## src/source/cnn_sequencer.sv

```systemverilog
`timescale 1ns/10ps

module cnn_sequencer (
    input  logic clk,
    input  logic rst,
    input  logic go,
    output logic conv_start,
    output logic pool_start,
    output logic fc_start,
    input  logic conv_done,
    input  logic pool_done,
    input  logic fc_done,
    output logic busy,
    output logic done
);

    typedef enum logic [2:0] {
        IDLE,
        CONV_WAIT,
        POOL_START,
        POOL_WAIT,
        FC_START,
        FC_WAIT,
        DONE
    } state_t;

    state_t state;

    assign busy = state != IDLE && state != DONE;
    assign done = state == DONE;

    // go to done status is 63 cycles: 37 + 10 + 10 in the layers plus launch gaps
    always_ff @(posedge clk) begin
        if (rst) begin
            state      <= IDLE;
            conv_start <= 1'b0;
            pool_start <= 1'b0;
            fc_start   <= 1'b0;
        end else begin
            conv_start <= 1'b0;
            pool_start <= 1'b0;
            fc_start   <= 1'b0;
            case (state)
                IDLE, DONE: begin
                    if (go) begin
                        conv_start <= 1'b1;
                        state      <= CONV_WAIT;
                    end
                end
                CONV_WAIT: begin
                    if (conv_done) state <= POOL_START;
                end
                POOL_START: begin
                    pool_start <= 1'b1;
                    state      <= POOL_WAIT;
                end
                POOL_WAIT: begin
                    if (pool_done) state <= FC_START;
                end
                FC_START: begin
                    fc_start <= 1'b1;
                    state    <= FC_WAIT;
                end
                FC_WAIT: begin
                    if (fc_done) state <= DONE;
                end
                default: state <= IDLE;
            endcase
        end
    end

    a_one_start: assert property (@(posedge clk) disable iff (rst)
        $onehot0({conv_start, pool_start, fc_start}));

endmodule

```

## config.mk

```make
export PLATFORM = sky130hd
export DESIGN_NAME = cnn_sequencer
export DESIGN_NICKNAME = d
export VERILOG_FILES = /design/src/source/cnn_sequencer.sv
export SDC_FILE = /design/constraint.sdc
export NUM_CORES = 1
export LEC_CHECK = 0
export ABC_CLOCK_PERIOD_IN_PS = 2300
export BUFFER_PORTS_ARGS = -buffer_cell sky130_fd_sc_hd__buf_4
export CAP_MARGIN = 10
export CORE_MARGIN = 2
export CORE_UTILIZATION = 30
export CTS_CLUSTER_SIZE = 40
export DETAILED_ROUTE_END_ITERATION = 7
export MAX_ROUTING_LAYER = met4
export SYNTH_ARGS = -nofsm -noshare
export SYNTH_HDL_FRONTEND = slang
export SYNTH_SLANG_ARGS = --single-unit
```

## constraint.sdc

```tcl
create_clock -name clk -period 2.3 [get_ports clk]
set_clock_uncertainty 0.2 [all_clocks]
set_input_delay 0.23 -clock clk [delete_from_list [all_inputs] [get_ports clk]]
set_output_delay 0.23 -clock clk [all_outputs]
set_load 0.02 [all_outputs]
```

* After elaboration in Yosys (flattened, before gate mapping)
Index checks and enable logic that the tools add are counted.
** Operators by class
- Equal/unequal tests :: 11
- Mux-type cells :: 8
- Bitwise operators :: 1
- Reductions and logical operators :: 6
** Operators with widths (count)
- $pmux 3 s6 :: 1
- $mux 3 :: 4
- $eq 3x3->1 const B :: 3
- $ne 2x2->1 const B :: 4
- $eq 3x2->1 const B :: 2
- $reduce_and 4->1 :: 1
- $reduce_or 2->1 :: 2
- $eq 3x1->1 const B :: 1
- $logic_not 3->1 :: 1
- $mux 1 :: 3
- $ne 3x3->1 const B :: 1
- $reduce_bool 3->1 :: 1
- $logic_and 1x1->1 :: 1
- $not 1->1 :: 1
** Word-level totals
- Flip-flop bits (word level) :: 6
- Logic and storage cells :: 30

* Logic depth before layout (Yosys ltp)
- Depth after elaboration :: 4
- Mapped depth :: 7
- Mapped depth without buffers :: 6

* Least setup slack after synthesis
No wires, ideal clock.
- Path type :: register to register
- Start point :: reg state[1]
- End point :: reg state[2]
- Library setup time :: 0.086 ns
- Arrival time :: 1.435 ns
- Setup slack :: 0.579 ns
- Stages on the path, launching flop included :: 8
- Path buffers :: 1
- Period minus slack after synthesis :: 1.721 ns
- Path through :: dfxtp_1 > buf_4 > inv_2 > ha_1 > nand2b_1 > o22ai_1 > a22oi_1 > a221oi_2
** Between the ends
- Cells in the longest elaborated chain, start to end :: 4
** Ends and longest elaborated chain
- start, declared :: RTL line 27 : state_t state;
- start signal, assigned :: RTL line 35 : state <= IDLE;
- start signal, assigned :: RTL line 47 : state <= CONV_WAIT;
- start signal, assigned :: RTL line 51 : if (conv_done) state <= POOL_START;
- $eq 3x3->1 / $logic_not 3->1 (equally long branches) :: RTL line 43 : case (state)
- $reduce_or 2->1 :: RTL line 43
- $ne 2x2->1 (no line)
- $reduce_and 4->1 (no line)
Several ways; a longest one is shown, not always the timed one.
A chain may end at the register's enable or synchronous reset.

* Worst setup path in the final report
Ends and elaborated chain as after synthesis.

==> out/qor.csv <==
stage;metric;value;unit
placement;HPWL after DPL;639;um
sta;Setup TNS;0;ns
yosys;Post-Syn Area;410;um2
yosys;Synth Instances;45;
sta;Fmax;570;MHz
worst_setup_path;Critical Path RT;2.26;ns
yosys;post-synth top area share;0.293;
clocking;CTS tree;yes;
yosys;Post-synth EDFFs;0;
worst_setup_path;CP arrival;1.71;ns
min_path;Worst Hold Endpoint;conv_start;
yosys;Primary FF master, synth;dfxtp_1;
yosys;asr flop ratio synth;0;
clocking;Setup Buffers After CTS;0;
sta;slew at the pin closest to its max-slew limit;0.459;ns
worst_setup_path;critical path capture point type;register;
yosys;FF+latch count, synth;6;
global_route;gr busiest metal;met2;
pwr;Power Density;1360;nW/um2
clocking;Root Driver;clkbuf_4;
clocking;H-tree levels;1;
clocking;CTS resizes;0;
sta;Slew Viols, Final;0;
min_path;Hold WC Path Type;in -> reg;
drt;first drt pass iteration count;4;
floorplan;Die ar.;1680;um2
sta;post-layout min period;1.75;ns
floorplan;I/O pins;11;
sta;Finish-stage setup viols;0;
yosys;Post-synth top cells;dfxtp_1 (6), buf_4 (3), nand2b_1 (3), nor3_1 (3);
drt;drt wl/cell;11.9;um
floorplan;Die H;41.0;um
final_layout;area of the multi-input gates;256;um2
run_status;status;finished clean;
yosys;top post-synthesis cells by area;dfxtp_1 (29%), buf_4 (5.5%), mux2i_1 (4.9%);
drt;drt via density;5.19;
sta;period utilisation layout;0.763;
drt;antenna viol nets, final;0;
clocking;Sink Count;6;
drt;residual DRC count;0;
floorplan;Core Footprint;1280;um2
global_route;initial antenna violation count;0;
global_route;grt met3 use;0.0489;
global_route;first-pass GRT wire length;1490;um
sta;RSZ-0062 raised after global routing;no;
drt;via count;379;
min_path;Hold Path Depth;2;
final_layout;register area;120;um2
yosys;Distinct cells, synth;28;
min_path;min-delay src;go;
global_route;Tot GR Track Use;0.147;
pwr;Static Leak;0.204;nW
floorplan;Initial Util;0.319;
worst_setup_path;Reg2Reg Depth;6;
global_route;met2 GRT Util;0.207;
worst_setup_path;worst r2r src;state[1];
drt;DRT iter0 DRCs;7;
final_layout;Area Overhead vs Synth;29.0;%
global_route;largest net degree at the start of global routing;15;
final_layout;layout cells sized above 1;0.362;
sta;Worst slew margin;0.694;
yosys;syn_nets;52;
worst_setup_path;Crit Path Max Fanout;7;
clocking;clk slew on worst S/H paths;0.05;ns
yosys;Avg Cell Area, Syn;9.12;um2
flow_run;Max Cap Violations;0;
pwr;peak supply drop;0.673;mV
global_route;GRT overflow;0;
yosys;Yosys warnings;0;
sta;Hold Fails Final Rpt;0;
final_layout;final core utilization;0.412;
placement;routability cong.;0.771;
floorplan;Die X;41.0;um
global_route;GR Util met1;0.183;
final_layout;Final nets;67;
yosys;sequential area share after synthesis;0.293;
clocking;Max clock buf depth;2;
clocking;worst skew pair latency;0.24;ns
clocking;hold buffers post-CTS;1;
worst_setup_path;internal reg-to-reg setup slack;0.55;ns
worst_setup_path;WS Path Type;reg -> reg;
final_layout;Antenna Cells;0;
worst_setup_path;crit path launch type;register;
worst_setup_path;r2r endpoint;state[2];
clocking;clock buffer count from CTS;3;
floorplan;FP Rows;13;
placement;I/O Buffers;10;
pwr;total power;719;uW
final_layout;number of fill cells in the layout;140;
yosys;dominant cell by count in the synthesized netlist;dfxtp_1;
yosys;cell taking the most area after synthesis;dfxtp_1;
global_route;vias in the first global route;333;
drt;drt total wl;870;um
[how the worst max path moves through the flow]
stage / start / to
4_1_cts: state[1] / state[2]
3_5_place_dp: state[1] / state[2]
2_1_floorplan: state[1] / state[2]
5_1_grt: state[0] / state[2]
3_3_place_gp: state[1] / state[2]
6_report: state[1] / state[2]
[layer usage]
| layer | wire length, um | up-vias |
|---|---|---|
| met5 | 0 | - |
| met4 | 0 | 0 |
| met3 | 50 | 0 |
| met2 | 403 | 9 |
| met1 | 415 | 173 |
| li1 | - | 197 |
[metrics by stage]
stage | hold WS [ns] | cell area, um2 | cells | setup slack (ns)
2_1_floorplan | 0.0962 | 410 | 45 | 0.579
3_3_place_gp | 0.253 | 497 | 69 | 0.568
3_5_place_dp | 0.258 | 497 | 69 | 0.547
4_1_cts | 0.0911 | 529 | 73 | 0.538
5_1_grt | 0.0989 | 529 | 73 | 0.457
6_report | 0.0995 | 529 | 73 | 0.546
[where the power goes]
group | internal (mW) | leakage [nW] | switching [mW] | total (mW)
Clock | 0.0592 | 0.0138 | 0.0397 | 0.0989
Combinational | 0.211 | 0.141 | 0.228 | 0.438
Sequential | 0.138 | 0.0492 | 0.0443 | 0.182
[flip-flops by register name (all words and copies together) (netlist names)]
name / cells
fc_start: 1
pool_start: 1
conv_start: 1
state: 3
[placed cells by master (no fill, tap or decap)]
| cell type | n |
|---|---|
| a2bb2oi_1 | 1 |
| nor2_1 | 2 |
| clkbuf_4 | 3 |
| xnor2_1 | 1 |
| buf_4 | 12 |
| nor3b_1 | 2 |
| mux2i_1 | 2 |
| o22ai_1 | 2 |
| a31oi_1 | 1 |
| a22oi_1 | 1 |
| o221ai_1 | 1 |
| inv_1 | 2 |
| nand2_1 | 2 |
| ha_1 | 1 |
| nand2b_1 | 3 |
| o21ai_0 | 1 |
| a2111oi_2 | 1 |
| a21oi_1 | 1 |
| o21ai_1 | 1 |
| nor4b_1 | 1 |
| nor4_1 | 1 |
| inv_2 | 1 |
| mux2_1 | 1 |
| o22ai_2 | 1 |
| a221oi_2 | 1 |
| dlygate4sd3_1 | 1 |
| dfxtp_1 | 6 |
| nand2b_2 | 1 |
| mux2_4 | 1 |
| nor3_1 | 3 |
[cells by family after synthesis]
family,share of synthesized area
buffers and inverters,0.0823
adder cells (fa/ha/maj),0.0305
flip-flops,0.293
multiplexers,0.113
XOR/XNOR,0.0213
AND/OR/NAND/NOR,0.213
AO/OA/AOI/OAI,0.247
[worst max-delay path, stage by stage, from the launching register on]
cell and delay, ns:
dfxtp_1 0.34, inv_2 0.09, ha_1 0.37, nand2b_1 0.16, o22ai_1 0.14, a22oi_1 0.12, a221oi_2 0.26
[area by class of cell]
| cell class | instances | area share |
|---|---|---|
| Sequential cell | 6 | 0.227 |
| Multi-Input combinational cell | 33 | 0.485 |
| Timing Repair Buffer | 13 | 0.189 |
| Inverter | 3 | 0.0213 |
| Clock buffer | 3 | 0.0426 |
| Tap cell | 15 | 0.0355 |
Power figures use the tool's default switching activity.
