--- src/source/cnn_defines.svh ---
`ifndef CNN_DEFINES_SVH
`define CNN_DEFINES_SVH

// image and layer geometry
`define CNN_IMG_DIM   8
`define CNN_K_DIM     3
`define CNN_CONV_DIM  6
`define CNN_POOL_DIM  3

// data widths
`define CNN_PIX_W     8
`define CNN_ACC_W     32
`define CNN_DATA_W    32
`define CNN_ADDR_W    12

// register byte offsets
`define CNN_REG_CTRL    12'h000
`define CNN_REG_STATUS  12'h004
`define CNN_REG_RESULT  12'h008
`define CNN_REG_KERNEL  12'h040
`define CNN_REG_FC_W    12'h080
`define CNN_REG_IMAGE   12'h100

`endif
--- src/source/cnn_pkg.sv ---
package cnn_pkg;

`include "cnn_defines.svh"

    typedef logic signed [`CNN_PIX_W-1:0] pixel_t;
    typedef logic signed [`CNN_ACC_W-1:0] acc_t;

    // row-major maps, element 0 is the top left
    typedef pixel_t [`CNN_IMG_DIM*`CNN_IMG_DIM-1:0]   image_t;
    typedef pixel_t [`CNN_K_DIM*`CNN_K_DIM-1:0]       kernel_t;
    typedef acc_t   [`CNN_CONV_DIM*`CNN_CONV_DIM-1:0] conv_map_t;
    typedef acc_t   [`CNN_POOL_DIM*`CNN_POOL_DIM-1:0] pool_map_t;

    // host to slave
    typedef struct packed {
        logic                      awvalid;
        logic [`CNN_ADDR_W-1:0]    awaddr;
        logic                      wvalid;
        logic [`CNN_DATA_W-1:0]    wdata;
        logic [`CNN_DATA_W/8-1:0]  wstrb;
        logic                      bready;
        logic                      arvalid;
        logic [`CNN_ADDR_W-1:0]    araddr;
        logic                      rready;
    } axil_req_t;

    // slave to host
    typedef struct packed {
        logic                      awready;
        logic                      wready;
        logic                      bvalid;
        logic [1:0]                bresp;
        logic                      arready;
        logic                      rvalid;
        logic [`CNN_DATA_W-1:0]    rdata;
        logic [1:0]                rresp;
    } axil_rsp_t;

endpackage

--- src/source/fc_layer.sv ---
`timescale 1ns/10ps
`include "cnn_defines.svh"

module fc_layer import cnn_pkg::*; (
    input  logic      clk,
    input  logic      rst,
    input  logic      start,
    input  pool_map_t pool_map,
    input  kernel_t   weights,
    output logic      done,
    output acc_t      result
);

    localparam int n_terms = `CNN_POOL_DIM * `CNN_POOL_DIM;

    logic                       running;
    logic [$clog2(n_terms)-1:0] idx;
    acc_t                       acc;
    acc_t                       term;

    // 32-bit product, upper bits dropped on purpose
    assign term   = acc_t'(signed'(pool_map[idx])) * acc_t'(signed'(weights[idx]));
    assign result = acc;

    always_ff @(posedge clk) begin
        if (rst) begin
            running <= 1'b0;
            done    <= 1'b0;
            idx     <= '0;
            acc     <= '0;
        end else begin
            done <= 1'b0;
            if (start) begin
                running <= 1'b1;
                idx     <= '0;
                acc     <= '0;
            end else if (running) begin
                acc <= acc + term;
                if (idx == n_terms - 1) begin
                    running <= 1'b0;
                    done    <= 1'b1;
                end else begin
                    idx <= idx + 1'b1;
                end
            end
        end
    end

    a_done_after_start: assert property (@(posedge clk) disable iff (rst)
        $rose(done) |-> $past(start, n_terms + 1));

endmodule

--- config.mk ---
export PLATFORM = sky130hd
export DESIGN_NAME = fc_layer
export DESIGN_NICKNAME = d
export VERILOG_FILES = /design/src/source/cnn_pkg.sv /design/src/source/fc_layer.sv
export VERILOG_INCLUDE_DIRS = /design/src /design/src/source
export SDC_FILE = /design/constraint.sdc
export NUM_CORES = 1
export LEC_CHECK = 0
export BUFFER_PORTS_ARGS = -buffer_cell sky130_fd_sc_hd__buf_2
export CAP_MARGIN = 20
export CELL_PAD_IN_SITES_DETAIL_PLACEMENT = 1
export CELL_PAD_IN_SITES_GLOBAL_PLACEMENT = 2
export CORE_MARGIN = 2
export CORE_UTILIZATION = 31
export CTS_BUF_LIST = sky130_fd_sc_hd__clkbuf_4 sky130_fd_sc_hd__clkbuf_8 sky130_fd_sc_hd__clkbuf_16
export DETAILED_ROUTE_END_ITERATION = 6
export PLACE_DENSITY = 0.94
export SETUP_SLACK_MARGIN = 0.02
export SLEW_MARGIN = 20
export SYNTH_ARGS = -nofsm -noshare
export SYNTH_HDL_FRONTEND = slang
export SYNTH_SLANG_ARGS = --single-unit
--- constraint.sdc ---
create_clock -name clk -period 9.4 [get_ports clk]
set_clock_uncertainty 0.05 [all_clocks]
set_input_delay 1.88 -clock clk [delete_from_list [all_inputs] [get_ports clk]]
set_output_delay 1.88 -clock clk [all_outputs]
set_load 0.02 [all_outputs]
# [Word-level counts from Yosys, hierarchy flattened]
# Index checks and enable logic that the tools add are counted.
# W data, S select, Z words.
[word_totals] ff_bits=38
[op_classes] n_addsub=2 multipliers=1 magnitude_cmp=1 n_eq_ne=1 n_mux=8 bitwise=2 reduce_logical=3
[ops] cell="$bmux W32 S4" n=1
[ops] cell="$add A32 B32 Y32" n=1
[ops] cell="$bmux W8 S4" n=1
[ops] cell="$mul A32 B8 Y32" n=1
[ops] cell="$mux W32" n=1
[ops] cell="$mux W8" n=1
[ops] cell="$lt A4 B5 Y1 const B" n=1
[ops] cell="$add A4 B1 Y4 const B" n=1
[ops] cell="$eq A4 B4 Y1 const B" n=1
[ops] cell="$mux W1" n=4
[ops] cell="$reduce_or A3 Y1" n=1
[ops] cell="$not A1 Y1" n=2
[ops] cell="$reduce_and A2 Y1" n=1
[ops] cell="$reduce_or A2 Y1" n=1

# [Depth between registers and ports, before layout]
[logic_depth] depth_word=4 depth_mapped=31

# [Worst setup path after synthesis]
# No wires, ideal clock.
[synth_timing] path_kind="in2reg" start="in weights[26] (netlist bit)" end="reg acc[24], in the netlist result[24]" t_arrival_ps=7711 t_required_ps=9235 setup_slack_ps=1525 path_stages=22 cell_sequence="mux4_2 -> nor2_1 -> o31a_1 -> clkbuf_1 -> clkbuf_1 -> nor2_1 -> fa_1 -> fa_1 -> fa_1 -> fa_1 -> ha_1 -> ha_1 -> a21o_1 -> a21o_1 -> a21o_1 -> a22oi_1 -> o31ai_2 -> a221o_1 -> a21o_1 -> a211o_1 -> and3_1 -> o21a_1"
[synth_via] elab_chain_cells=4
[synth_lines] item="start: declaration" line_no="fc_layer.sv:9" text="input kernel_t weights,"
[synth_lines] item="$bmux W8 S4" line_no="fc_layer.sv:22" text="assign term = acc_t'(signed'(pool_map[idx])) * acc_t'(signed'(weights[idx]));"
[synth_lines] item="$mux W8 (implied by the code)" line_no="fc_layer.sv:22"
[synth_lines] item="$mul A32 B8 Y32" line_no="fc_layer.sv:22"
[synth_lines] item="$add A32 B32 Y32" line_no="fc_layer.sv:38" text="acc <= acc + term;"
[synth_lines] item="end signal: assignment" line_no="fc_layer.sv:38"
[synth_lines] item="end: declaration" line_no="fc_layer.sv:18" text="acc_t acc;"
# No other way between the ends. The select of a mux whose other input is x is not followed.
# A chain may end at the register's enable or synchronous reset.

# [Final worst setup path]
[layout_timing] start="in pool_map[195] (netlist bit)" end="reg acc[28], in the netlist result[28]"
[layout_via] elab_chain_cells=4
[layout_lines] item="start: declaration" line_no="fc_layer.sv:8" text="input pool_map_t pool_map,"
[layout_lines] item="$bmux W32 S4" line_no="fc_layer.sv:22"
[layout_lines] item="$mux W32 (implied by the code)" line_no="fc_layer.sv:22"
[layout_lines] item="$mul A32 B8 Y32" line_no="fc_layer.sv:22"
[layout_lines] item="$add A32 B32 Y32" line_no="fc_layer.sv:38"
# No other way between the ends. The select of a mux whose other input is x is not followed.

==> flow_metrics.env <==
export IMPL_max_freq_mhz=117
export IMPL_grt_max_degree=42
export IMPL_vias_per_cell=5.17
export IMPL_switching_share=0.533
export IMPL_cts_tree="done"
export IMPL_place_hpwl_mm=42.0
export IMPL_gp_congestion=0.926
export IMPL_clock_sinks=38
export IMPL_final_common_cell="buf_2"
export IMPL_nNetsFinal=2208
export IMPL_core_area_sq_mm=0.0367
export IMPL_leakagePower_nw=6.87
export IMPL_worstReg2RegEnd="result[28]"
export IMPL_max_slew_margin=0.279
export IMPL_synthFlopType="dfxtp_1"
export IMPL_p_seq_frac=0.043
export IMPL_drt_iter0_drc=503
export IMPL_dr_total_vias=10700
export IMPL_setup_violations=0
export IMPL_slowest_stage="a21oi_1"
export IMPL_async_reset_ff_frac=0
export IMPL_reg2reg_depth=28
export IMPL_die_w_um=197
export IMPL_final_util=0.390
export IMPL_drt_pass1_iter_count=4
export IMPL_r2r_slack_ns=1.33
export IMPL_outcome="finished, final reports clean"
export IMPL_synth_area_sq_mm=0.0116
export IMPL_antenna_found_initial=10
export IMPL_wl_per_cell_um=23.1
export IMPL_rsz0062_at_grt="no"
export IMPL_crit_buf_inv=6
export IMPL_synth_avg_cell_area_sq_um=9.49
export IMPL_cts_made_buffers=5
export IMPL_worstMarginPinSlew_ns=1.07
export IMPL_hold_start="result[5]"
export IMPL_clock_latency_ns=0.29
export IMPL_grt_remaining_overflow=0
export IMPL_start_util=0.315
export IMPL_power_share_clock=0.045
export IMPL_drc=0
export IMPL_path_max_fanout=6
export IMPL_grt_pass1_wl_mm=74.0
export IMPL_worstSetupEndpointType="register"
export IMPL_die_height_um=197
export IMPL_multiInputGateArea_sq_mm=0.00985
export IMPL_root_buffer="clkbuf_16"
export IMPL_startpoint_type="input port"
export IMPL_finalCriticalPeriod_ns=8.52
export IMPL_synth_cell_types=70
export IMPL_die_area_sq_mm=0.0388
export IMPL_mostFrequentLayoutCells="buf_2 (395), nor2_1 (200), fa_1 (187)"
export IMPL_timing_final_max_slew_violations=0
export IMPL_cp_top_family="adder cells"
export IMPL_yosysSeqAreaShare=0.0658
export IMPL_num_io_pins=396
export IMPL_seq_area_sq_um=771
export IMPL_r2r_start="idx[0]"
export IMPL_clk_pin_slew_ns=0.08
export IMPL_grt_pass1_vias=12500
export IMPL_synth_edf_count=0
export IMPL_drive_above_1_share=0.350
export IMPL_cts_path_max_buffers=2
export IMPL_powerDensity_mw_per_mm2=363
export IMPL_cts_resized=0
export IMPL_route_antenna_remaining_nets=0
export IMPL_floorplan_rows=70
export IMPL_syn_inst=1217
export IMPL_postCtsHoldBufs=0
export IMPL_p_int_w=0.00242
export IMPL_finalCritPeriodShare=0.907
export IMPL_power_switching_w=0.00277
export IMPL_io_buffers=395
export IMPL_ys_warnings_count=0
export IMPL_cp_arrival_ns=8.65
export IMPL_syn_num_nets=1836
export IMPL_fillCellCount=4400
export IMPL_drv_cap=0
export IMPL_slowest_delay_ns=0.54
export IMPL_min_path_cells=2
export IMPL_tns_ns=0
export IMPL_postCtsSetupBuffers=0
export IMPL_cp_required_ns=9.52
export IMPL_grt_usage=0.253
export IMPL_routed_wl_mm=47.8
export IMPL_worstSetupPathType="input port to register"
export IMPL_syn2layout_area_growth_pct=23.8
export IMPL_combPwrFrac=0.912
export IMPL_ys_ff_latch=38
export IMPL_hold_end="result[5]"
export IMPL_ir_worst_vdd_mv=0.270
export IMPL_hold_path_class="register to register"
export IMPL_report_final_hold_viol_count=0
export IMPL_htreeDepth=2
per-layer routing:
layer,vias up,part of all wire,GRT usage
li1,4767,-,-
met1,5456,0.43,0.330
met2,396,0.48,0.418
met3,69,0.063,0.0511
met4,4,0.031,0.0844
met5,-,0.00059,0.0204
cells in the mapped netlist (all sizes together), types with 6 or more instances:
cell | count | area share
mux2i | 48 | 0.042
clkbuf | 33 | 0.011
nor2 | 201 | 0.066
o22ai | 12 | 0.0070
a21o | 19 | 0.012
or2 | 8 | 0.0043
o31a | 6 | 0.0045
dfxtp | 38 | 0.066
o31ai | 11 | 0.013
inv | 167 | 0.054
a211oi | 6 | 0.0039
a21oi | 45 | 0.020
mux2 | 22 | 0.021
xor2 | 9 | 0.0068
fa | 187 | 0.32
mux4 | 69 | 0.14
nand2 | 95 | 0.031
buf | 31 | 0.017
o21ai | 19 | 0.0082
nor2b | 11 | 0.0062
xnor2 | 26 | 0.020
nand2b | 27 | 0.015
ha | 69 | 0.075
nand3 | 6 | 0.0026
cell families after synthesis:
kind of cell,count (synthesis),share of synthesized area
muxes,139,0.198
DFF,38,0.0658
adders and majority gates,256,0.399
and+or+nand+nor,376,0.142
AOI/OAI and AO/OA,140,0.0846
xor gates and xnor gates,36,0.0285
buffers and inverters,232,0.0820
power by group through the flow:
stage	logic [W]	clock network, W	registers (W)
5_1_grt	0.00527	0.000244	0.000229
3_5_place_dp	0.00464	0	0.000230
3_3_place_gp	0.00446	0	0.000228
6_report	0.00473	0.000234	0.000225
2_1_floorplan	0.00343	0	0.000249
4_1_cts	0.00471	0.000239	0.000226
registers in the layout, indices dropped and copies added, names as in the netlist:
register  count
done          1
idx           4
result       32
running       1
stage by stage:
stage                     instances  hold slack (ns)  power (W)  setup WS, ns  cell area (sq um)
final                          2069            0.453    0.00519         0.876              14300
after global routing           2065            0.486    0.00575         0.353              14300
after CTS                      2058            0.457    0.00518         0.855              14300
after floorplan                1217            0.512    0.00368          1.52              11600
after global placement         2050            0.438    0.00468         0.823              14100
after detailed placement       2050            0.446    0.00487         0.557              14100
area by class of cell:
cell class | count | area share
Sequential cell | 38 | 0.0539
Tap cell | 468 | 0.0409
Antenna cell | 11 | 0.00192
Inverter | 168 | 0.0441
Clock buffer | 5 | 0.00875
Timing Repair Buffer | 429 | 0.157
Clock inverter | 3 | 0.00481
Multi-Input combinational cell | 947 | 0.689
how the worst max path moves through the flow:
stage | start | endpoint | slack (ns) | cells after the start
final | pool_map[195] | result[28] | 0.88 | 28
after global routing | pool_map[195] | result[28] | 0.35 | 28
after CTS | pool_map[195] | result[28] | 0.85 | 28
after detailed placement | pool_map[195] | result[28] | 0.56 | 28
after global placement | pool_map[195] | result[24] | 0.82 | 28
after floorplan | weights[26] | result[24] | 1.52 | 22
worst reg2reg max path, delay by kind of cell (launching register included):
family,cells,cell delay [ns]
multiplexers,2,0.81
AND/OR/NAND/NOR,5,0.75
flip-flops,1,0.70
adder cells (fa/ha/maj),7,2.54
AO/OA/AOI/OAI,8,2.31
buffers and inverters,6,0.81
Note: power is estimated with default switching activity, not from simulation.
