`config.mk`:
```
export PLATFORM = sky130hd
export DESIGN_NAME = cnn_regs
export DESIGN_NICKNAME = d
export VERILOG_FILES = /design/src/source/cnn_pkg.sv /design/src/source/cnn_regs.sv
export VERILOG_INCLUDE_DIRS = /design/src /design/src/source
export SDC_FILE = /design/constraint.sdc
export NUM_CORES = 1
export LEC_CHECK = 0
export BUFFER_PORTS_ARGS = -buffer_cell sky130_fd_sc_hd__buf_4
export CAP_MARGIN = 40
export CORE_AREA = 10 10 299 301
export CTS_CLUSTER_DIAMETER = 200
export DETAILED_ROUTE_END_ITERATION = 8
export DIE_AREA = 0 0 309 311
export GPL_ROUTABILITY_DRIVEN = 0
export GPL_TIMING_DRIVEN = 0
export SLEW_MARGIN = 20
export SYNTH_ARGS = -nofsm -noshare
export SYNTH_HDL_FRONTEND = slang
export SYNTH_SLANG_ARGS = --single-unit
```
`constraint.sdc`:
```
create_clock -name clk -period 4.39 [get_ports clk]
set_clock_uncertainty 0.2 [all_clocks]
set_input_delay 0.6585 -clock clk [delete_from_list [all_inputs] [get_ports clk]]
set_output_delay 0.6585 -clock clk [all_outputs]
set_load 0.005 [all_outputs]
```
`src/source/cnn_defines.svh`:
```
`ifndef CNN_DEFINES_SVH
`define CNN_DEFINES_SVH

// image and layer geometry
`define CNN_IMG_DIM   8
`define CNN_K_DIM     3
`define CNN_CONV_DIM  6
`define CNN_POOL_DIM  3

// data widths
`define CNN_PIX_W     8
`define CNN_ACC_W     32
`define CNN_DATA_W    32
`define CNN_ADDR_W    12

// register byte offsets
`define CNN_REG_CTRL    12'h000
`define CNN_REG_STATUS  12'h004
`define CNN_REG_RESULT  12'h008
`define CNN_REG_KERNEL  12'h040
`define CNN_REG_FC_W    12'h080
`define CNN_REG_IMAGE   12'h100

`endif
```
`src/source/cnn_pkg.sv`:
```
package cnn_pkg;

`include "cnn_defines.svh"

    typedef logic signed [`CNN_PIX_W-1:0] pixel_t;
    typedef logic signed [`CNN_ACC_W-1:0] acc_t;

    // row-major maps, element 0 is the top left
    typedef pixel_t [`CNN_IMG_DIM*`CNN_IMG_DIM-1:0]   image_t;
    typedef pixel_t [`CNN_K_DIM*`CNN_K_DIM-1:0]       kernel_t;
    typedef acc_t   [`CNN_CONV_DIM*`CNN_CONV_DIM-1:0] conv_map_t;
    typedef acc_t   [`CNN_POOL_DIM*`CNN_POOL_DIM-1:0] pool_map_t;

    // host to slave
    typedef struct packed {
        logic                      awvalid;
        logic [`CNN_ADDR_W-1:0]    awaddr;
        logic                      wvalid;
        logic [`CNN_DATA_W-1:0]    wdata;
        logic [`CNN_DATA_W/8-1:0]  wstrb;
        logic                      bready;
        logic                      arvalid;
        logic [`CNN_ADDR_W-1:0]    araddr;
        logic                      rready;
    } axil_req_t;

    // slave to host
    typedef struct packed {
        logic                      awready;
        logic                      wready;
        logic                      bvalid;
        logic [1:0]                bresp;
        logic                      arready;
        logic                      rvalid;
        logic [`CNN_DATA_W-1:0]    rdata;
        logic [1:0]                rresp;
    } axil_rsp_t;

endpackage

```
`src/source/cnn_regs.sv`:
```
`timescale 1ns/10ps
`include "cnn_defines.svh"

module cnn_regs import cnn_pkg::*; (
    input  logic      clk,
    input  logic      rst,
    input  axil_req_t axil_req,
    output axil_rsp_t axil_rsp,
    output image_t    image,
    output kernel_t   kernel,
    output kernel_t   fc_weights,
    output logic      go,
    input  logic      busy,
    input  logic      done,
    input  acc_t      result
);

    localparam int img_n     = `CNN_IMG_DIM * `CNN_IMG_DIM;
    localparam int k_n       = `CNN_K_DIM * `CNN_K_DIM;
    localparam int img_idx_w = $clog2(img_n);
    localparam int k_idx_w   = $clog2(k_n);

    logic                   aw_ready;
    logic                   ar_ready;
    logic                   b_valid;
    logic                   r_valid;
    logic [`CNN_DATA_W-1:0] r_data;
    logic                   idle;
    logic                   wr_take;
    logic                   rd_take;
    logic [`CNN_ADDR_W-1:0] img_off;
    logic [`CNN_ADDR_W-1:0] krn_off;
    logic [`CNN_ADDR_W-1:0] fcw_off;

    // one transaction in flight, writes win a tie
    assign idle    = !aw_ready && !ar_ready && !b_valid && !r_valid;
    assign wr_take = idle && axil_req.awvalid && axil_req.wvalid;
    assign rd_take = idle && axil_req.arvalid && !wr_take;

    // offsets into each array region, out of range wraps high
    assign img_off = axil_req.awaddr - `CNN_REG_IMAGE;
    assign krn_off = axil_req.awaddr - `CNN_REG_KERNEL;
    assign fcw_off = axil_req.awaddr - `CNN_REG_FC_W;

    always_ff @(posedge clk) begin
        if (rst) begin
            aw_ready <= 1'b0;
            ar_ready <= 1'b0;
            b_valid  <= 1'b0;
            r_valid  <= 1'b0;
            go       <= 1'b0;
        end else begin
            aw_ready <= wr_take;
            ar_ready <= rd_take;
            // start is dropped while a run is in progress
            go <= aw_ready && axil_req.awaddr == `CNN_REG_CTRL && axil_req.wstrb[0]
                  && axil_req.wdata[0] && !busy;
            if (aw_ready) begin
                b_valid <= 1'b1;
            end else if (axil_req.bready) begin
                b_valid <= 1'b0;
            end
            if (ar_ready) begin
                r_valid <= 1'b1;
            end else if (axil_req.rready) begin
                r_valid <= 1'b0;
            end
        end
    end

    // pixel and weight storage, one value per word in the low byte
    always_ff @(posedge clk) begin
        if (aw_ready && axil_req.wstrb[0]) begin
            if (img_off[`CNN_ADDR_W-1:2] < img_n) begin
                image[img_off[2 +: img_idx_w]] <= axil_req.wdata[`CNN_PIX_W-1:0];
            end
            if (krn_off[`CNN_ADDR_W-1:2] < k_n) begin
                kernel[krn_off[2 +: k_idx_w]] <= axil_req.wdata[`CNN_PIX_W-1:0];
            end
            if (fcw_off[`CNN_ADDR_W-1:2] < k_n) begin
                fc_weights[fcw_off[2 +: k_idx_w]] <= axil_req.wdata[`CNN_PIX_W-1:0];
            end
        end
    end

    always_ff @(posedge clk) begin
        if (ar_ready) begin
            case (axil_req.araddr)
                `CNN_REG_STATUS: r_data <= {{(`CNN_DATA_W-2){1'b0}}, busy, done};
                `CNN_REG_RESULT: r_data <= result;
                default:         r_data <= '0;
            endcase
        end
    end

    // every response is OKAY
    always_comb begin
        axil_rsp.awready = aw_ready;
        axil_rsp.wready  = aw_ready;
        axil_rsp.bvalid  = b_valid;
        axil_rsp.bresp   = 2'b00;
        axil_rsp.arready = ar_ready;
        axil_rsp.rvalid  = r_valid;
        axil_rsp.rdata   = r_data;
        axil_rsp.rresp   = 2'b00;
    end

    a_one_response: assert property (@(posedge clk) disable iff (rst)
        !(b_valid && r_valid));

endmodule

```
After elaboration in Yosys (flattened, before gate mapping)
Cells that the tools add are included.

Input port bits: 101. Word-level logic and storage cells: 143. Output and inout port bits: 698. Register bits after elaboration: 693.

Reductions and logical operators: 27. Magnitude comparators: 9. Add/subtract/negate cells: 3. Equality and inequality tests: 2. Mux-type cells: 14.

Operators by type and width (count): $bwmux 512 (1); $bwmux 72 (2); $demux 8 s4 (2); $pmux 32 s2 (1); $demux 8 s6 (1); $mux 8 (3); $lt 10x4->1 const B (2); $logic_and 1x1->1 (15); $eq 12x3->1 const B (1); $eq 12x4->1 const B (1); $logic_not 12->1 (1); $sub 12x7->12 const B (1); $sub 12x8->12 const B (1); $sub 12x9->12 const B (1); $lt 10x7->1 const B (1); $lt 4x5->1 const B (2); $ge 4x1->1 const B (2); $lt 6x7->1 const B (1); $ge 6x1->1 const B (1); $logic_not 1->1 (6); $reduce_and 2->1 (3); $mux 1 (4); $reduce_bool 2->1 (2).

Depth between registers and ports, before layout
Gate-level depths: netlist of the first run.

Depth after elaboration: 8. Depth in mapped cells: 8. Depth with buffers taken out: 6.

Least setup slack after synthesis of the first run
No wires, ideal clock.

Path kind: input -> register. Start point: input port axil_req[59] (netlist bit). End point: register fc_weights[56] (netlist bit), enable pin. Setup time: 371 ps. Cell stages on the path: 8. Required time: 3819 ps. Buffers on the path: 2. Data arrival time: 2355 ps. Setup slack: 1464 ps. Cells stage by stage: buf_2 > inv_1 > ha_1 > or2_1 > o21ai_2 > or3b_1 > buf_2 > nor2_1.

Longest elaborated chain between the ends: 3.

Ends and longest elaborated chain: start: declaration (line cnn_regs.sv:7) `input axil_req_t axil_req,`; $sub 12x8->12 (no line); $lt 10x4->1 (line cnn_regs.sv:80) `` if (fcw_off[`CNN_ADDR_W-1:2] < k_n) begin ``; $reduce_and 2->1 (no line); end signal: indexed assignment (line cnn_regs.sv:81) `` fc_weights[fcw_off[2 +: k_idx_w]] <= axil_req.wdata[`CNN_PIX_W-1:0]; ``; end: declaration (line cnn_regs.sv:11) `output kernel_t fc_weights,`.

Every way passes these cells. A chain may end at the register's enable or synchronous reset.

Worst setup path after layout of the first run
Start point: register aw_ready. End point: register image[281] (netlist bit), enable pin.

Longest elaborated chain between the ends: 2.

Ends and longest elaborated chain: start: declaration (line cnn_regs.sv:23) `logic aw_ready;`; start signal: assignment (line cnn_regs.sv:53) `aw_ready <= wr_take;`; $logic_and 1x1->1 (line cnn_regs.sv:73) `if (aw_ready && axil_req.wstrb[0]) begin`; $reduce_and 2->1 (no line); end signal: indexed assignment (line cnn_regs.sv:75) `` image[img_off[2 +: img_idx_w]] <= axil_req.wdata[`CNN_PIX_W-1:0]; ``; end: declaration (line cnn_regs.sv:9) `output image_t image,`.

Every way passes these cells.

==> impl_metrics.csv, run 1 <==
group,metric,value,unit
finish,fin_util,0.381,
placement,post-place-ws,0.747,ns
clock_tree,cts.sinks,693,
setup_path,required,4.42,ns
clock_tree,clock_latency,0.60,ns
sta,period_share,0.723,
die,start_util,0.262,
yosys,yosysMostFrequentCell,"edfxtp_1",
die,die_h,311,microns
clock_tree,htreeDepth,3,
clock_tree,hold_buffers,0,
clock_tree,ctsResizeCount,0,
yosys,synthSimpleGateAreaFrac,0.0379,
pwr,pwr-share-clk,0.437,
yosys,ys_seq_area_frac,0.952,
sta,finalSetupTns,0,ns
global_route,grt_max_degree,83,
yosys,yosys_warnings,0,
pwr,p_int,0.0108,W
yosys,synth_compound_area_frac,0.00155,
yosys,synth_enable_flop_cells,688,
sta,rsz0062_at_grt,"no",
finish,area_growth,45.6,%
sta,finalWorstSetupSlack,1.22,ns
sta,max_slew_margin,0.440,
setup_path,crit_slowest_cell,"nor2_1",
yosys,ys_ff_latch,693,
die,chipWidth,309,microns
yosys,ys_top_cells_by_count,"edfxtp_1, nor2_1, and2_1",
yosys,syn_area_per_cell,24.3,sq um
pwr,ir_drop,284,uV
yosys,synth_area,21800,sq um
setup_path,cpPeakStageDelay,0.89,ns
yosys,synth_cell_type_count,33,
worst_hold_path,min_path_type,"input pin to flip-flop",
global_route,grt_pass1_wl,103000,microns
clock_tree,cts_buffers,70,
clock_tree,cts_tree,"built",
clock_tree,cts_buffer_depth,3,
finish,final_cells,2905,
route,routed_wl,76100,microns
global_route,antenna_found_initial,5,
route,routed_via_density,4.20,
setup_path,rrSetupSlack,1.22,ns
route,ant_nets,0,
sta,max_freq,0.315,GHz
yosys,synth_top_cell_area_share,0.948,
setup_path,path_max_fanout,8,
clock_tree,cts-root-buf,"clkbuf_16",
die,row_count,106,
route,first_pass_iters,4,
pwr,seqPwrFrac,0.539,
pwr,p_leak,11.6,nW
job,max_cap_viol_count,0,
die,die-area,96100,sq um
setup_path,cp_cell_sequence,"nand4bb_1, nor3_4, nand3_1, nor2_1",
finish,nets,1876,
pwr,comb_power_share,0.024,
yosys,synth_top_family_by_area,"simple AND/OR/NAND/NOR gates",
yosys,synth_cells,897,
yosys,ys.flop_type,"edfxtp_1",
yosys,synth.largest_area_cell,"edfxtp_1",
sta,final-setup-viol-count,0,
sta,worst_pin_slew,0.836,ns
yosys,synth_xor_area_frac,0.000402,
route,routed-via-count,12204,
placement,post-dp-hpwl,54500,microns
die,design.core.area,83300,sq um
pwr,switching_share,0.203,
die,io_pins,799,
placement,dp.cells,2764,
route,route.detailed.drc,0,
global_route,grt_pass1_vias,12618,
global_route,grt_usage,0.151,
route,drt_iter0_markers,848,
global_route,gr-total-overflow,0,
finish,drive_above_1_share,0.509,
sta,slew_viol_final,0,
placement,place.port_buffers,762,
yosys,synthMuxAreaShare,0.000459,
clock_tree,post_cts_buffers,0,
setup_path,critPathArrivalTime,3.20,ns
finish,final_area,31800,sq um
sta,hold_viol_final,0,
status,outcome,"complete, no violations",
clock_tree,cts.clk_slew.worst_paths,0.06,ns
yosys,synthAdderAreaFrac,0.00115,
setup_path,crit_path_end_kind,"flip-flop",
setup_path,worstSetupPathType,"flip-flop to flip-flop",
pwr,p_sw,0.00275,W
yosys,yosys-top-cells-area,"edfxtp_1, nor2_1, and2_1",
placement,dpl_cell_area,29300,sq um
yosys,async_flop_share,0,
pwr,power_density,426,nW/um^2
setup_path,crit_path_start_kind,"flip-flop",
route,wl_per_cell,26.2,microns
sta,min_period,3.17,ns
## cell usage in the layout, fill, tap and decap left out, types with 5 or more instances in the layout
master / count
and2_1: 30
buf_16: 9
buf_4: 784
buf_6: 10
buf_8: 6
bufinv_16: 7
clkbuf_1: 11
clkbuf_16: 71
clkinv_1: 17
clkinv_2: 12
clkinvlp_4: 5
edfxtp_1: 688
inv_1: 5
nand2_1: 5
nand3_1: 8
nor2_1: 91
nor3_1: 5
## path summary, 6_finish.rpt
kind | from | to | cells after the start
min | axil_req[13] | ar_ready$_SDFF_PP0_ | 3
max | aw_ready$_SDFF_PP0_ | image[281]$_DFFE_PP_ | 4
min reg2reg | r_valid$_SDFFE_PP0P_ | ar_ready$_SDFF_PP0_ | 1
max reg2reg | aw_ready$_SDFF_PP0_ | image[281]$_DFFE_PP_ | 4
## power by group through the flow
stage | Combinational (W) | Clock [W] | Sequential (W)
after global placement | 0.000282 | 0 | 0.00745
final | 0.000325 | 0.00591 | 0.00730
after global routing | 0.000345 | 0.00634 | 0.00729
after detailed placement | 0.000318 | 0 | 0.00744
after CTS | 0.000318 | 0.00603 | 0.00730
after floorplan | 0.0000352 | 0 | 0.00744
## cell families (layout without fill, tap and decap cells)
kind of cell,count (synthesis),in the layout
other,1,6
xor gates and xnor gates,1,1
buffers and inverters,26,949
AOI/OAI and AO/OA,5,5
adders and majority gates,2,2
muxes,1,1
and+or+nand+nor,168,168
DFF,693,693
## routing by layer
metal | routed length (microns) | vias to the layer above | track usage
met5 | 30 | - | 0
met4 | 2460 | 4 | 0.0548
met3 | 8150 | 123 | 0.0599
met2 | 37400 | 675 | 0.252
met1 | 28000 | 6151 | 0.171
li1 | - | 5251 | -
## critical path, delay by kind of cell, from the launching register on
family	cells	cell delay [ns]
and+or+nand+nor	4	2.10
DFF	1	0.48
## state kept, by name (all words and copies together), names as in the netlist
| signal | cells |
|---|---|
| image | 512 |
| fc_weights | 72 |
| kernel | 72 |
| r_data | 32 |
| ar_ready | 1 |
| aw_ready | 1 |
| b_valid | 1 |
| go | 1 |
| r_valid | 1 |
## area by class of cell
type | instances | area [sq um]
buffer | 21 | 118
multi-input combinational | 181 | 938
clock inverter | 48 | 484
tap | 1080 | 1350
clock buffer | 74 | 1790
fill | 7622 | 51500
timing repair buffer | 801 | 6290
inverter | 5 | 18.8
antenna | 2 | 5.00
sequential | 693 | 20800
## metrics by stage
stage	total power (W)	hold slack, ns
5_1_grt	0.0140	0.0563
4_1_cts	0.0136	0.0425
3_3_place_gp	0.00773	0.283
6_report	0.0135	0.0799
3_5_place_dp	0.00776	0.264
2_1_floorplan	0.00748	0.244
Power figures use the tool's default switching activity.
==> inputs of run 2 (changes only) <==
Clock period 4.39 ns to 2.54 ns, I/O delays scaled along.
==> impl_metrics.csv, run 2 (same netlist as run 1, synthesis figures left out) <==
group,metric,value,unit
finish,drive_above_1_share,0.535,
route,routed-via-count,12430,
clock_tree,cts_tree,"built",
global_route,gr-total-overflow,0,
placement,dp.cells,2764,
route,routed_via_density,4.20,
finish,final_cells,2957,
setup_path,cp_cell_sequence,"nand4bb_1, nor3_4, buf_4, nand4_1, buf_6, nor2_1",
setup_path,cpPeakStageDelay,0.53,ns
pwr,ir_drop,493,uV
route,ant_nets,0,
sta,hold_viol_final,0,
route,routed_wl,76600,microns
pwr,p_leak,11.9,nW
placement,place.port_buffers,762,
route,first_pass_iters,4,
global_route,global_route.usage.met1,0.174,
global_route,antenna_found_initial,5,
sta,worst_pin_slew,0.834,ns
die,design.core.area,83300,sq um
worst_hold_path,min_path_type,"input pin to flip-flop",
clock_tree,cts_buffer_depth,3,
sta,fin_hold_ws,0.0696,ns
die,chipWidth,309,microns
finish,fin_util,0.393,
setup_path,path_max_fanout,8,
global_route,met3_usage,0.0602,
die,die-area,96100,sq um
clock_tree,cts.sinks,693,
placement,post-dp-hpwl,54500,microns
sta,min_period,2.53,ns
setup_path,crit_path_end_kind,"flip-flop",
finish,layout_common_cells,"buf_4, edfxtp_1, clkbuf_16",
setup_path,crit_slowest_cell,"nor2_1",
clock_tree,clock_latency,0.60,ns
clock_tree,cts_buffers,70,
sta,period_share,0.995,
job,max_cap_viol_count,0,
clock_tree,cts-root-buf,"clkbuf_16",
route,route.detailed.drc,0,
sta,slew_viol_final,0,
setup_path,crit_buf_inv,2,
finish,area_growth,50.3,%
clock_tree,cts.clk_slew.worst_paths,0.06,ns
setup_path,crit_path_start_kind,"flip-flop",
finish,final_common_cell,"buf_4",
setup_path,cp_top_family,"simple AND/OR/NAND/NOR gates",
sta,final-setup-viol-count,0,
setup_path,required,2.58,ns
sta,finalSetupTns,0,ns
route,wl_per_cell,25.9,microns
global_route,grt_pass1_vias,12905,
global_route,grt_max_degree,83,
sta,max_slew_margin,0.444,
sta,max_freq,0.396,GHz
route,drt_iter0_markers,851,
die,start_util,0.262,
sta,rsz0062_at_grt,"yes",
global_route,met2_usage,0.257,
die,row_count,106,
pwr,power_density,717,nW/um^2
die,die_h,311,microns
global_route,grt_pass1_wl,104000,microns
finish,nets,1929,
finish,multi_input_area,1350,sq um
global_route,top_usage_layer,"met2",
global_route,grt_usage,0.152,
die,io_pins,799,
finish,final-seq-area,20800,sq um
finish,num-fill-cells,7524,
finish,largest_reg_flops,512,
clock_tree,htreeDepth,3,
setup_path,worstSetupPathType,"flip-flop to flip-flop",
status,outcome,"complete, no violations",
setup_path,critPathArrivalTime,2.56,ns
==> run 2: power breakdown <==
part | switching [W] | internal [W]
Sequential | 0.0000199 | 0.0126
Clock | 0.00436 | 0.00586
Combinational | 0.000413 | 0.000237
==> run 2: per-stage QoR <==
step	power (W)	instance area (sq um)	setup slack, ns
floorplan	0.0129	21800	-0.108
global route	0.0242	32800	-0.0983
global placement	0.0134	28900	-1.24
CTS	0.0237	32400	-0.0954
detailed placement	0.0134	29300	-0.826
finish	0.0235	32800	0.0126
==> run 2: metal layers <==
metal / share of wire / vias up
met2: 0.50 / 659
met3: 0.11 / 117
met1: 0.37 / 6289
li1: - / 5361
met5: 0.00030 / -
met4: 0.028 / 4
==> run 2: area by class of cell <==
cell class,count,area share
sequential,693,0.634
timing repair buffer,854,0.210
clock buffer,74,0.0546
multi-input combinational,181,0.0412
tap,1080,0.0412
clock inverter,48,0.0148
buffer,21,0.00359
inverter,5,0.000573
antenna,1,0.0000764
==> run 2: timing repair <==
item / CTS / global route
endpoints found under the hold margin: 37 / 47
setup buffers: 10 / 3
endpoints found under the setup margin: 532 / 293
gates resized for setup: 89 / 29
pin swaps: 5 / 3
hold buffers: 47 / 4
==> run 2: path summary, 6_finish.rpt <==
path	from	end	slack, ns	cells after the start
worst min-delay path	axil_req[24]	image[349]$_DFFE_PP_	0.07	1
worst max-delay path	aw_ready$_SDFF_PP0_	image[485]$_DFFE_PP_	0.01	6
worst max register to register	aw_ready$_SDFF_PP0_	image[485]$_DFFE_PP_	0.01	6
worst min register to register	r_valid$_SDFFE_PP0P_	ar_ready$_SDFF_PP0_	0.28	1
==> run 2: worst reg2reg max path: cells and delay by family, from the launching register on <==
family | cells | cell delay (ns)
buf+inv | 2 | 0.37
simple gates | 4 | 1.18
flops | 1 | 0.41
